==> src/hw/tsn_desc_pkg.sv <==
// Shared types for the TSN descriptor ingress path.
// Holds the descriptor layout, packet classes, selector states and the
// register map of the queue configuration block.
// Import with a wildcard inside a module body.

package tsn_desc_pkg;

    // width of the statistics counters and of the register data
    localparam int unsigned CNT_W = 16;

    // TSN packet classes, the drop mask is indexed by this value
    typedef enum logic [2:0] {
        PKT_TS   = 3'd0,
        PKT_RC   = 3'd1,
        PKT_BE   = 3'd2,
        PKT_PTP  = 3'd3,
        PKT_NMAC = 3'd4,
        PKT_RSV5 = 3'd5,
        PKT_RSV6 = 3'd6,
        PKT_RSV7 = 3'd7
    } pkt_type_e;

    // 60-bit descriptor as passed from a source port to the queue
    typedef struct packed {
        logic [47:0] tsntag;
        logic [8:0]  bufid;
        pkt_type_e   pkt_type;
    } tsn_desc_t;

    // descriptor selector states
    typedef enum logic [1:0] {
        SEL_IDLE      = 2'd0,
        SEL_HOST_HOLD = 2'd1,
        SEL_NET_HOLD  = 2'd2
    } sel_state_e;

    // register addresses of the configuration block
    typedef enum logic [2:0] {
        CFG_CTRL       = 3'd0,
        CFG_DROP_MASK  = 3'd1,
        CFG_LEVEL      = 3'd2,
        CFG_ACCEPT_CNT = 3'd3,
        CFG_DROP_CNT   = 3'd4
    } cfg_addr_e;

endpackage

==> src/hw/desc_ingress_top.sv <==
// Top level of the descriptor ingress path.
// Selector feeds the input queue; the register block sets the queue
// enable and drop mask and reads back level and counters.

module desc_ingress_top #(
    parameter int QUEUE_DEPTH = 8
) (
    input  logic                            i_clk,
    input  logic                            i_rst_n,

    // host source
    input  logic                            i_desc_wr_host,
    input  tsn_desc_pkg::tsn_desc_t         i_desc_host,
    output logic                            o_desc_ack_host,

    // network source
    input  logic                            i_desc_wr_net,
    input  tsn_desc_pkg::tsn_desc_t         i_desc_net,
    output logic                            o_desc_ack_net,

    // register port
    input  logic                            i_cfg_wr,
    input  logic                            i_cfg_rd,
    input  tsn_desc_pkg::cfg_addr_e         i_cfg_addr,
    input  logic [tsn_desc_pkg::CNT_W-1:0]  i_cfg_wdata,
    output logic [tsn_desc_pkg::CNT_W-1:0]  o_cfg_rdata,
    output logic                            o_cfg_rvalid,

    // queue read side
    input  logic                            i_q_pop,
    output tsn_desc_pkg::tsn_desc_t         o_q_desc,
    output logic                            o_q_valid
);

    import tsn_desc_pkg::*;

    // extra bit so a full queue can report its depth
    localparam int LEVEL_W = $clog2(QUEUE_DEPTH) + 1;

    tsn_desc_t          sel_desc;
    logic               sel_desc_wr;
    logic               enable;
    logic [7:0]         drop_mask;
    logic [LEVEL_W-1:0] level;
    logic [CNT_W-1:0]   accept_cnt;
    logic [CNT_W-1:0]   drop_cnt;

    descriptor_select u_select (
        .i_clk           (i_clk),
        .i_rst_n         (i_rst_n),
        .i_desc_wr_host  (i_desc_wr_host),
        .i_desc_host     (i_desc_host),
        .o_desc_ack_host (o_desc_ack_host),
        .i_desc_wr_net   (i_desc_wr_net),
        .i_desc_net      (i_desc_net),
        .o_desc_ack_net  (o_desc_ack_net),
        .o_desc          (sel_desc),
        .o_desc_wr       (sel_desc_wr)
    );

    input_queue #(
        .QUEUE_DEPTH (QUEUE_DEPTH),
        .LEVEL_W     (LEVEL_W)
    ) u_queue (
        .i_clk        (i_clk),
        .i_rst_n      (i_rst_n),
        .i_desc       (sel_desc),
        .i_desc_wr    (sel_desc_wr),
        .i_enable     (enable),
        .i_drop_mask  (drop_mask),
        .i_q_pop      (i_q_pop),
        .o_q_desc     (o_q_desc),
        .o_q_valid    (o_q_valid),
        .o_level      (level),
        .o_accept_cnt (accept_cnt),
        .o_drop_cnt   (drop_cnt)
    );

    queue_config_regs #(
        .LEVEL_W (LEVEL_W)
    ) u_regs (
        .i_clk        (i_clk),
        .i_rst_n      (i_rst_n),
        .i_cfg_wr     (i_cfg_wr),
        .i_cfg_rd     (i_cfg_rd),
        .i_cfg_addr   (i_cfg_addr),
        .i_cfg_wdata  (i_cfg_wdata),
        .o_cfg_rdata  (o_cfg_rdata),
        .o_cfg_rvalid (o_cfg_rvalid),
        .o_enable     (enable),
        .o_drop_mask  (drop_mask),
        .i_level      (level),
        .i_accept_cnt (accept_cnt),
        .i_drop_cnt   (drop_cnt)
    );

endmodule

==> src/hw/descriptor_select.sv <==
// Two-source descriptor selector in front of the input queue.
// Host and network ports hold a write level until acknowledged; the
// selector grants one at a time, host first, and emits a single
// registered write pulse with the descriptor and the matching ack.

module descriptor_select (
    input  logic                   i_clk,
    input  logic                   i_rst_n,

    input  logic                   i_desc_wr_host,
    input  tsn_desc_pkg::tsn_desc_t i_desc_host,
    output logic                   o_desc_ack_host,

    input  logic                   i_desc_wr_net,
    input  tsn_desc_pkg::tsn_desc_t i_desc_net,
    output logic                   o_desc_ack_net,

    output tsn_desc_pkg::tsn_desc_t o_desc,
    output logic                   o_desc_wr
);

    import tsn_desc_pkg::*;

    sel_state_e r_state;

    //************************************************************
    // grant fsm
    //************************************************************
    always_ff @(posedge i_clk or negedge i_rst_n) begin
        if (!i_rst_n) begin
            r_state         <= SEL_IDLE;
            o_desc          <= '0;
            o_desc_wr       <= 1'b0;
            o_desc_ack_host <= 1'b0;
            o_desc_ack_net  <= 1'b0;
        end else begin
            // write pulse and acks last a single cycle
            o_desc          <= '0;
            o_desc_wr       <= 1'b0;
            o_desc_ack_host <= 1'b0;
            o_desc_ack_net  <= 1'b0;

            case (r_state)
                SEL_IDLE: begin
                    if (i_desc_wr_host) begin
                        o_desc          <= i_desc_host;
                        o_desc_wr       <= 1'b1;
                        o_desc_ack_host <= 1'b1;
                        r_state         <= SEL_HOST_HOLD;
                    end else if (i_desc_wr_net) begin
                        o_desc         <= i_desc_net;
                        o_desc_wr      <= 1'b1;
                        o_desc_ack_net <= 1'b1;
                        r_state        <= SEL_NET_HOLD;
                    end
                end
                // wait for the source to release its level-held request
                SEL_HOST_HOLD: begin
                    if (!i_desc_wr_host) begin
                        r_state <= SEL_IDLE;
                    end
                end
                SEL_NET_HOLD: begin
                    if (!i_desc_wr_net) begin
                        r_state <= SEL_IDLE;
                    end
                end
                default: begin
                    r_state <= SEL_IDLE;
                end
            endcase
        end
    end

    //************************************************************
    // checks
    //************************************************************
    // only one source is granted at a time
    a_one_ack: assert property (
        @(posedge i_clk) disable iff (!i_rst_n)
        !(o_desc_ack_host && o_desc_ack_net)
    );

    // a level-held request is taken only once
    a_single_pulse: assert property (
        @(posedge i_clk) disable iff (!i_rst_n)
        o_desc_wr |=> !o_desc_wr
    );

endmodule

==> src/hw/input_queue.sv <==
// Show-ahead descriptor FIFO of the ingress path.
// Admits a descriptor on each write pulse unless the queue is disabled,
// its type is masked or the queue is full, and keeps saturating
// accept and drop counters. The reader pops the head with i_q_pop.

module input_queue #(
    parameter int QUEUE_DEPTH = 8,
    parameter int LEVEL_W     = 4
) (
    input  logic                            i_clk,
    input  logic                            i_rst_n,

    input  tsn_desc_pkg::tsn_desc_t         i_desc,
    input  logic                            i_desc_wr,

    input  logic                            i_enable,
    input  logic [7:0]                      i_drop_mask,

    input  logic                            i_q_pop,
    output tsn_desc_pkg::tsn_desc_t         o_q_desc,
    output logic                            o_q_valid,

    output logic [LEVEL_W-1:0]              o_level,
    output logic [tsn_desc_pkg::CNT_W-1:0]  o_accept_cnt,
    output logic [tsn_desc_pkg::CNT_W-1:0]  o_drop_cnt
);

    import tsn_desc_pkg::*;

    localparam int PTR_W = (QUEUE_DEPTH > 1) ? $clog2(QUEUE_DEPTH) : 1;

    tsn_desc_t          mem [QUEUE_DEPTH];
    logic [PTR_W-1:0]   r_wr_ptr;
    logic [PTR_W-1:0]   r_rd_ptr;
    logic [LEVEL_W-1:0] r_level;
    logic [CNT_W-1:0]   r_accept_cnt;
    logic [CNT_W-1:0]   r_drop_cnt;

    logic full;
    logic type_masked;
    logic push;
    logic drop;
    logic pop;

    //************************************************************
    // admit decision
    //************************************************************
    assign full        = (r_level == LEVEL_W'(QUEUE_DEPTH));
    assign type_masked = i_drop_mask[i_desc.pkt_type];

    // a disabled queue neither stores nor counts
    assign push = i_desc_wr && i_enable && !type_masked && !full;
    assign drop = i_desc_wr && i_enable && (type_masked || full);
    assign pop  = i_q_pop && o_q_valid;

    //************************************************************
    // storage and pointers
    //************************************************************
    always_ff @(posedge i_clk) begin
        if (push) begin
            mem[r_wr_ptr] <= i_desc;
        end
    end

    // depth is a power of two, pointers wrap on their own
    always_ff @(posedge i_clk or negedge i_rst_n) begin
        if (!i_rst_n) begin
            r_wr_ptr <= '0;
            r_rd_ptr <= '0;
            r_level  <= '0;
        end else begin
            if (push) begin
                r_wr_ptr <= r_wr_ptr + 1'b1;
            end
            if (pop) begin
                r_rd_ptr <= r_rd_ptr + 1'b1;
            end
            case ({push, pop})
                2'b10:   r_level <= r_level + 1'b1;
                2'b01:   r_level <= r_level - 1'b1;
                default: r_level <= r_level;
            endcase
        end
    end

    // saturating statistics
    always_ff @(posedge i_clk or negedge i_rst_n) begin
        if (!i_rst_n) begin
            r_accept_cnt <= '0;
            r_drop_cnt   <= '0;
        end else begin
            if (push && (r_accept_cnt != '1)) begin
                r_accept_cnt <= r_accept_cnt + 1'b1;
            end
            if (drop && (r_drop_cnt != '1)) begin
                r_drop_cnt <= r_drop_cnt + 1'b1;
            end
        end
    end

    // head entry shown ahead of the pop
    assign o_q_desc     = mem[r_rd_ptr];
    assign o_q_valid    = (r_level != '0);
    assign o_level      = r_level;
    assign o_accept_cnt = r_accept_cnt;
    assign o_drop_cnt   = r_drop_cnt;

    //************************************************************
    // checks
    //************************************************************
    a_level_bound: assert property (
        @(posedge i_clk) disable iff (!i_rst_n)
        r_level <= LEVEL_W'(QUEUE_DEPTH)
    );

    // the reader must not pop an empty queue
    a_pop_valid: assert property (
        @(posedge i_clk) disable iff (!i_rst_n)
        i_q_pop |-> o_q_valid
    );

endmodule

==> src/hw/queue_config_regs.sv <==
// Configuration and status registers beside the input queue.
// Holds the queue enable and the per-type drop mask, and returns the
// queue level and both counters through a registered strobe read.

module queue_config_regs #(
    parameter int LEVEL_W = 4
) (
    input  logic                            i_clk,
    input  logic                            i_rst_n,

    input  logic                            i_cfg_wr,
    input  logic                            i_cfg_rd,
    input  tsn_desc_pkg::cfg_addr_e         i_cfg_addr,
    input  logic [tsn_desc_pkg::CNT_W-1:0]  i_cfg_wdata,
    output logic [tsn_desc_pkg::CNT_W-1:0]  o_cfg_rdata,
    output logic                            o_cfg_rvalid,

    output logic                            o_enable,
    output logic [7:0]                      o_drop_mask,

    input  logic [LEVEL_W-1:0]              i_level,
    input  logic [tsn_desc_pkg::CNT_W-1:0]  i_accept_cnt,
    input  logic [tsn_desc_pkg::CNT_W-1:0]  i_drop_cnt
);

    import tsn_desc_pkg::*;

    logic [CNT_W-1:0] rd_mux;

    // control fields, status addresses ignore writes
    always_ff @(posedge i_clk or negedge i_rst_n) begin
        if (!i_rst_n) begin
            o_enable    <= 1'b0;
            o_drop_mask <= '0;
        end else if (i_cfg_wr) begin
            case (i_cfg_addr)
                CFG_CTRL:      o_enable    <= i_cfg_wdata[0];
                CFG_DROP_MASK: o_drop_mask <= i_cfg_wdata[7:0];
                default:       ;
            endcase
        end
    end

    //************************************************************
    // read path
    //************************************************************
    always_comb begin
        case (i_cfg_addr)
            CFG_CTRL:       rd_mux = {{(CNT_W-1){1'b0}}, o_enable};
            CFG_DROP_MASK:  rd_mux = {{(CNT_W-8){1'b0}}, o_drop_mask};
            CFG_LEVEL:      rd_mux = CNT_W'(i_level);
            CFG_ACCEPT_CNT: rd_mux = i_accept_cnt;
            CFG_DROP_CNT:   rd_mux = i_drop_cnt;
            default:        rd_mux = '0;
        endcase
    end

    // data valid the cycle after the strobe
    always_ff @(posedge i_clk or negedge i_rst_n) begin
        if (!i_rst_n) begin
            o_cfg_rdata  <= '0;
            o_cfg_rvalid <= 1'b0;
        end else begin
            o_cfg_rvalid <= i_cfg_rd;
            if (i_cfg_rd) begin
                o_cfg_rdata <= rd_mux;
            end
        end
    end

endmodule

==> config.mk <==
export PLATFORM = sky130hd
export DESIGN_NAME = desc_ingress_top
export DESIGN_NICKNAME = d
export VERILOG_FILES = /design/src/hw/tsn_desc_pkg.sv /design/src/hw/desc_ingress_top.sv /design/src/hw/descriptor_select.sv /design/src/hw/input_queue.sv /design/src/hw/queue_config_regs.sv
export SDC_FILE = /design/constraint.sdc
export NUM_CORES = 1
export LEC_CHECK = 0
export ABC_AREA = 1
export BUFFER_PORTS_ARGS = -buffer_cell sky130_fd_sc_hd__buf_2
export CAP_MARGIN = 20
export CELL_PAD_IN_SITES_DETAIL_PLACEMENT = 1
export CELL_PAD_IN_SITES_GLOBAL_PLACEMENT = 2
export CORE_ASPECT_RATIO = 0.75
export CORE_MARGIN = 1
export CORE_UTILIZATION = 40
export CTS_CLUSTER_DIAMETER = 100
export DETAILED_ROUTE_END_ITERATION = 10
export GPL_TIMING_DRIVEN = 0
export HOLD_SLACK_MARGIN = 0.15
export PLACE_DENSITY = 0.79
export SLEW_MARGIN = 20
export SYNTH_ARGS = -nofsm -noshare
export SYNTH_HDL_FRONTEND = slang
export SYNTH_HIERARCHICAL = 1
export SYNTH_SLANG_ARGS = --single-unit
==> constraint.sdc <==
create_clock -name i_clk -period 6.2 [get_ports i_clk]
set_clock_uncertainty 0.2 [all_clocks]
set_input_delay 1.24 -clock i_clk [delete_from_list [all_inputs] [get_ports i_clk]]
set_output_delay 1.24 -clock i_clk [all_outputs]
set_load 0.02 [all_outputs]
==> results of run 1 <==
-- registers in the layout, summed over array words and instances (netlist names) --
| signal | flops |
|---|---|
| u_regs/o_enable | 1 |
| u_queue/o_accept_cnt | 16 |
| u_queue/o_level | 4 |
| u_queue/r_wr_ptr | 3 |
| u_select/o_desc | 60 |
| u_select/o_desc_ack_host | 1 |
| u_regs/o_drop_mask | 8 |
| u_regs/o_cfg_rvalid | 1 |
| u_select/r_state | 2 |
| u_queue/o_drop_cnt | 16 |
| u_select/o_desc_ack_net | 1 |
| u_queue/r_rd_ptr | 3 |
| u_select/o_desc_wr | 1 |
| u_regs/o_cfg_rdata | 16 |
| u_queue/mem | 480 |
-- power by group through the flow --
stage	registers, mW	logic [mW]	clock network [mW]
global placement	4.91	4.36	0
global route	4.85	4.89	3.94
floorplan	4.85	2.65	0
detailed placement	4.91	4.53	0
CTS	4.83	4.56	3.81
finish	4.82	4.55	3.74
-- kinds of logic (layout without fill, tap and decap cells) --
kind of cell | count (synthesis) | after routing | share of synthesized area
buf+inv | 214 | 566 | 0.0429
fa+ha+maj | 8 | 8 | 0.00423
flops | 613 | 613 | 0.697
simple gates | 1089 | 1089 | 0.176
compound gates | 276 | 276 | 0.0738
xor+xnor | 16 | 16 | 0.00551
-- synth_stat cells (2+ instances only) --
library cell and count:
nor2_4 2, dfrtp_1 133, xor2_1 9, o32ai_1 120
buf_4 9, buf_6 27, nand3_1 180, clkbuf_1 54
nand2_1 466, a21oi_1 3, inv_2 6, o21bai_1 17
o21ai_0 134, buf_2 40, nor2_2 3, inv_1 71
buf_1 5, edfxtp_1 480, nand4_1 30, xnor2_1 7
nor3_1 3, ha_1 7, nor2_1 396, nand2_2 3
-- routing by layer --
metal / track usage / wire, um / up-vias
met5: 0 / 13 / -
met2: 0.413 / 38000 / 465
met1: 0.348 / 36300 / 9523
li1: - / - / 8405
met3: 0.0329 / 4100 / 103
met4: 0.0625 / 1550 / 2
-- metrics by stage --
step | power, mW | area (um2) | cells
2_1_floorplan | 7.50 | 25400 | 2216
3_3_place_gp | 9.27 | 27600 | 3280
3_5_place_dp | 9.44 | 28300 | 3305
4_1_cts | 13.2 | 30300 | 3418
5_1_grt | 13.7 | 30300 | 3418
6_report | 13.1 | 30300 | 3418
-- cells in the final DEF, fill, tap and decap left out, types with 16 or more instances in the layout --
master / synthesis / routed
nand4_1: 30 / 30
nand3_1: 180 / 180
buf_2: 40 / 253
o21ai_0: 134 / 134
edfxtp_1: 480 / 480
buf_6: 27 / 27
inv_1: 71 / 71
clkbuf_16: 0 / 61
clkbuf_1: 54 / 59
nor2_1: 396 / 388
nand2_1: 466 / 466
dfrtp_1: 133 / 133
clkinv_2: 0 / 21
buf_16: 0 / 16
o21bai_1: 17 / 17
o32ai_1: 120 / 120
-- cell type report --
class,instances,area [um2],share of cell area
plain buffers,135,793,0.0262
clock buffers,70,1600,0.0528
clock inverters,43,418,0.0138
inverters,79,299,0.00987
multi-input cells,1389,6670,0.220
flip-flops and latches,613,17700,0.586
well taps,850,1060,0.0351
repair buffers,239,1700,0.0562
-- worst paths after layout --
| check | start | end | slack, ns | cells past startpoint |
|---|---|---|---|---|
| worst max-delay path | u_queue/r_rd_ptr[1] | o_q_desc[59] | 1.51 | 8 |
| worst min-delay path | u_select/r_state[0] | u_select/r_state[1] | 0.27 | 1 |
| worst max register to register | u_select/o_desc[0] | u_queue/mem[1][40] | 2.88 | 11 |
| worst min register to register | u_select/r_state[0] | u_select/r_state[1] | 0.27 | 1 |
| max in group asynchronous | i_rst_n | u_select/o_desc[34] | 4.64 | 2 |
| min in group asynchronous | i_rst_n | u_regs/o_cfg_rdata[14] | 0.32 | 1 |
-- critical path: stages (launching register included) --
cell and delay, ns:
dfrtp_1 0.36, buf_2 0.26, buf_2 0.34, clkbuf_1 0.62
o21ai_0 0.22, o32ai_1 0.19, nand2_1 0.11, nand2_1 0.27
buf_2 0.23
==> metrics.cfg, run 1 <==
[status]
outcome=complete, no violations

[critical_path]
cp.required_ns=4.76
endpoint_kind=output pin
path_max_fanout=10
critPathArrivalTime_ns=3.25
startpoint_type=register
critical_path_class=register to output pin

[route]
wl_um=80000
vias=18498
firstDrtPassIters=5
drc=0
routedWlPerCell_um=23.4
vias_per_cell=5.41
drtAntennaViolNets=0
dr.first_iter.drc_count=1477

[synthesis]
syn_area_per_cell_um2=11.5
netlist.area_leader.share=0.567
ys.flop_type=edfxtp_1
ys_ff_latch=613
synth.distinct_cells=35
postSynthCellCount=2216
async_reset_ff_frac=0.217
synth_edf_count=480
synth.net_count=2370
synth_area_leader_cell=edfxtp_1
yosys_warnings=6
ys_seq_area_frac=0.697
synthTopCellsByArea=edfxtp_1 (57%), dfrtp_1 (13%), nand2_1 (6.9%)
synthesis.area_um2=25400

[clock_network]
path_clk_slew_ns=0.07
htreeDepth=2
cts_tree=built
cts_buffers=60
clock_sinks=613
root_buffer=clkbuf_16
holdBufCountCts=0
cts_setup_buffers=0
cts_resized=0
clockBufferDepth=3
clkLatencyLatePin_ns=0.64

[timing]
fin_crit_ns=4.69
holdWs_ns=0.270
grt_setup_unrepaired=no
max_slew_margin=0.489
tightest_slew_ns=0.766
finalSetupTns_ns=0
drv_slew=0
finalHoldViolCount=0
setup_viol=0
fmax_mhz=213
setup_slack_ns=1.51
fin_crit_sh=0.757

[power_and_ir_drop]
p_leak_nw=12.0
p_int_mw=8.07
pwr-share-clk=0.285
p_per_area_nw_per_um2=433
ir_worst_vdd_mv=0.239
combPwrFrac=0.347
p_sw_frac=0.384
seqPwrFrac=0.368
power.switching_mw=5.04

[cells_and_area]
final_util=0.485
fill_cells=6713
num_antenna_cells=0
drive_gt1_frac=0.171
area_growth_pct=19.0
final_nets=2671

[worst_hold_path]
holdCritPathClass=register to register

[grt]
antenna_found_initial=3
grt_pass1_vias=19564
grt_pass1_wl_um=120000
grt_usage=0.249
grt_max_degree=82
grt-ovfl-total=0

[floorplan]
rows=79
fp.dieH_um=220
start_util=0.407
die_w_um=293
io_pins=226
dieArea_um2=64600
fp.coreArea_um2=62500

[placed_design]
hpwl_um=54500
place_worst_setup_slack_ns=2.31
numPortBuffers=214
gp_congestion=0.808

[run]
maxCapViolations=0

No activity file was read; power rests on OpenSTA's default activity.
==> inputs of run 2 (changes only) <==
clock period = 4.5 ns   (was 6.2 ns; I/O delays follow)
==> metrics.cfg, run 2 (synthesis gave the netlist of run 1 again) <==
[timing]
setup_slack_ns=0.122
grt_setup_unrepaired=no
fin_crit_sh=0.973
holdWs_ns=0.270
fmax_mhz=228
finalHoldViolCount=0
drv_slew=0
max_slew_margin=0.477
tightest_slew_ns=0.785
fin_crit_ns=4.38
setup_viol=0

[critical_path]
endpoint_kind=output pin
critPathArrivalTime_ns=3.28
startpoint_type=register
critical_path_class=register to output pin
cp.required_ns=3.40
path_max_fanout=10

[cells_and_area]
drive_gt1_frac=0.171
final_util=0.485
layout_common_cells=edfxtp_1 (480), nand2_1 (466), nor2_1 (388)
largest_register=u_queue/mem
layout_commonest_cell=edfxtp_1
largestRegisters=u_queue/mem (480), u_select/o_desc (60)
largest_register_ffs=480
final_nets=2672
area_growth_pct=19.1
num_antenna_cells=0

[clock_network]
clock_sinks=613
root_buffer=clkbuf_16
cts_tree=built
clockBufferDepth=3
path_clk_slew_ns=0.07
htreeDepth=2
cts_setup_buffers=0
clkLatencyLatePin_ns=0.64
cts_buffers=60

[power_and_ir_drop]
power_mw=18.1
power.switching_mw=6.93
p_sw_frac=0.384
seqPwrFrac=0.368
combPwrFrac=0.347
pwr-share-clk=0.285
ir_worst_vdd_mv=0.328
p_per_area_nw_per_um2=596
p_leak_nw=12.0
p_int_mw=11.1

[run]
maxCapViolations=0

[grt]
grt_max_degree=82
grt_usage=0.249
antenna_found_initial=3
grt-ovfl-total=0
grt_pass1_vias=19566
grt_pass1_wl_um=120000

[floorplan]
start_util=0.407
io_pins=226
fp.dieH_um=220
rows=79
fp.coreArea_um2=62500
die_w_um=293
dieArea_um2=64600

[route]
firstDrtPassIters=5
drc=0
vias=18515
vias_per_cell=5.42
drtAntennaViolNets=0
dr.first_iter.drc_count=1410
routedWlPerCell_um=23.4
wl_um=80100

[status]
outcome=complete, no violations

[placed_design]
numPortBuffers=214
hpwl_um=54500
gp_congestion=0.808
place_worst_setup_slack_ns=0.953

[worst_hold_path]
holdCritPathClass=register to register

==> run 2: cell count changes in the layout (fill, tap and decap cells not counted) <==
cell           change
dlygate4sd3_1      +1
==> run 2: final timing paths <==
check                      slack (ns)  depth (start not counted)                      to                start
max in group asynchronous        2.68                          3     u_select/o_desc[34]              i_rst_n
min reg2reg                      0.27                          1     u_select/r_state[1]  u_select/r_state[0]
min                              0.27                          1     u_select/r_state[1]  u_select/r_state[0]
min in group asynchronous        0.58                          2  u_regs/o_cfg_rdata[14]              i_rst_n
max                              0.12                          8            o_q_desc[59]  u_queue/r_rd_ptr[1]
max reg2reg                      1.17                         11      u_queue/mem[1][44]   u_select/o_desc[0]
==> run 2: final cells by class <==
class / instances / area, um2
inverter: 79 / 299
multi-input combinational: 1389 / 6670
fill: 6714 / 32200
tap: 850 / 1060
buffer: 135 / 793
clock inverter: 43 / 418
sequential: 613 / 17700
clock buffer: 70 / 1600
timing repair buffer: 240 / 1710
==> run 2: timing repair <==
item	in CTS	in global routing
setup endpoints to repair	0	0
hold buffers	1	0
endpoints found under the hold margin	52	0
gates resized for setup	0	0
==> run 2: per-layer routing <==
metal / vias to the layer above / wire length [um] / track usage / part of all wire
li1: 8404 / - / - / -
met4: 2 / 1550 / 0.0625 / 0.019
met5: - / 13 / 0 / 0.00016
met2: 496 / 38100 / 0.413 / 0.48
met3: 99 / 4140 / 0.0329 / 0.052
met1: 9514 / 36300 / 0.348 / 0.45
==> run 2: worst max-delay path: stages, from the launching register on <==
cell and delay, ns:
dfrtp_1 0.36, buf_2 0.26, buf_2 0.34, clkbuf_1 0.64, o21ai_0 0.22, o32ai_1 0.19, nand2_1 0.11, nand2_1 0.27
buf_2 0.23
==> run 2: metrics by stage <==
step	cells	instance area [um2]	TNS [ns]
floorplan	2216	25400	0
global placement	3280	27600	-1362.79
detailed placement	3305	28300	0
CTS	3419	30300	0
global route	3419	30300	0
finish	3419	30300	0
==> run 2: power groups by stage <==
stage                     clock network, mW  logic, mW  registers (mW)
after floorplan                           0       3.65            6.68
after global placement                    0       6.01            6.77
after detailed placement                  0       6.24            6.76
after CTS                              5.26       6.29            6.65
after global routing                   5.43       6.74            6.68
final                                  5.14       6.26            6.65
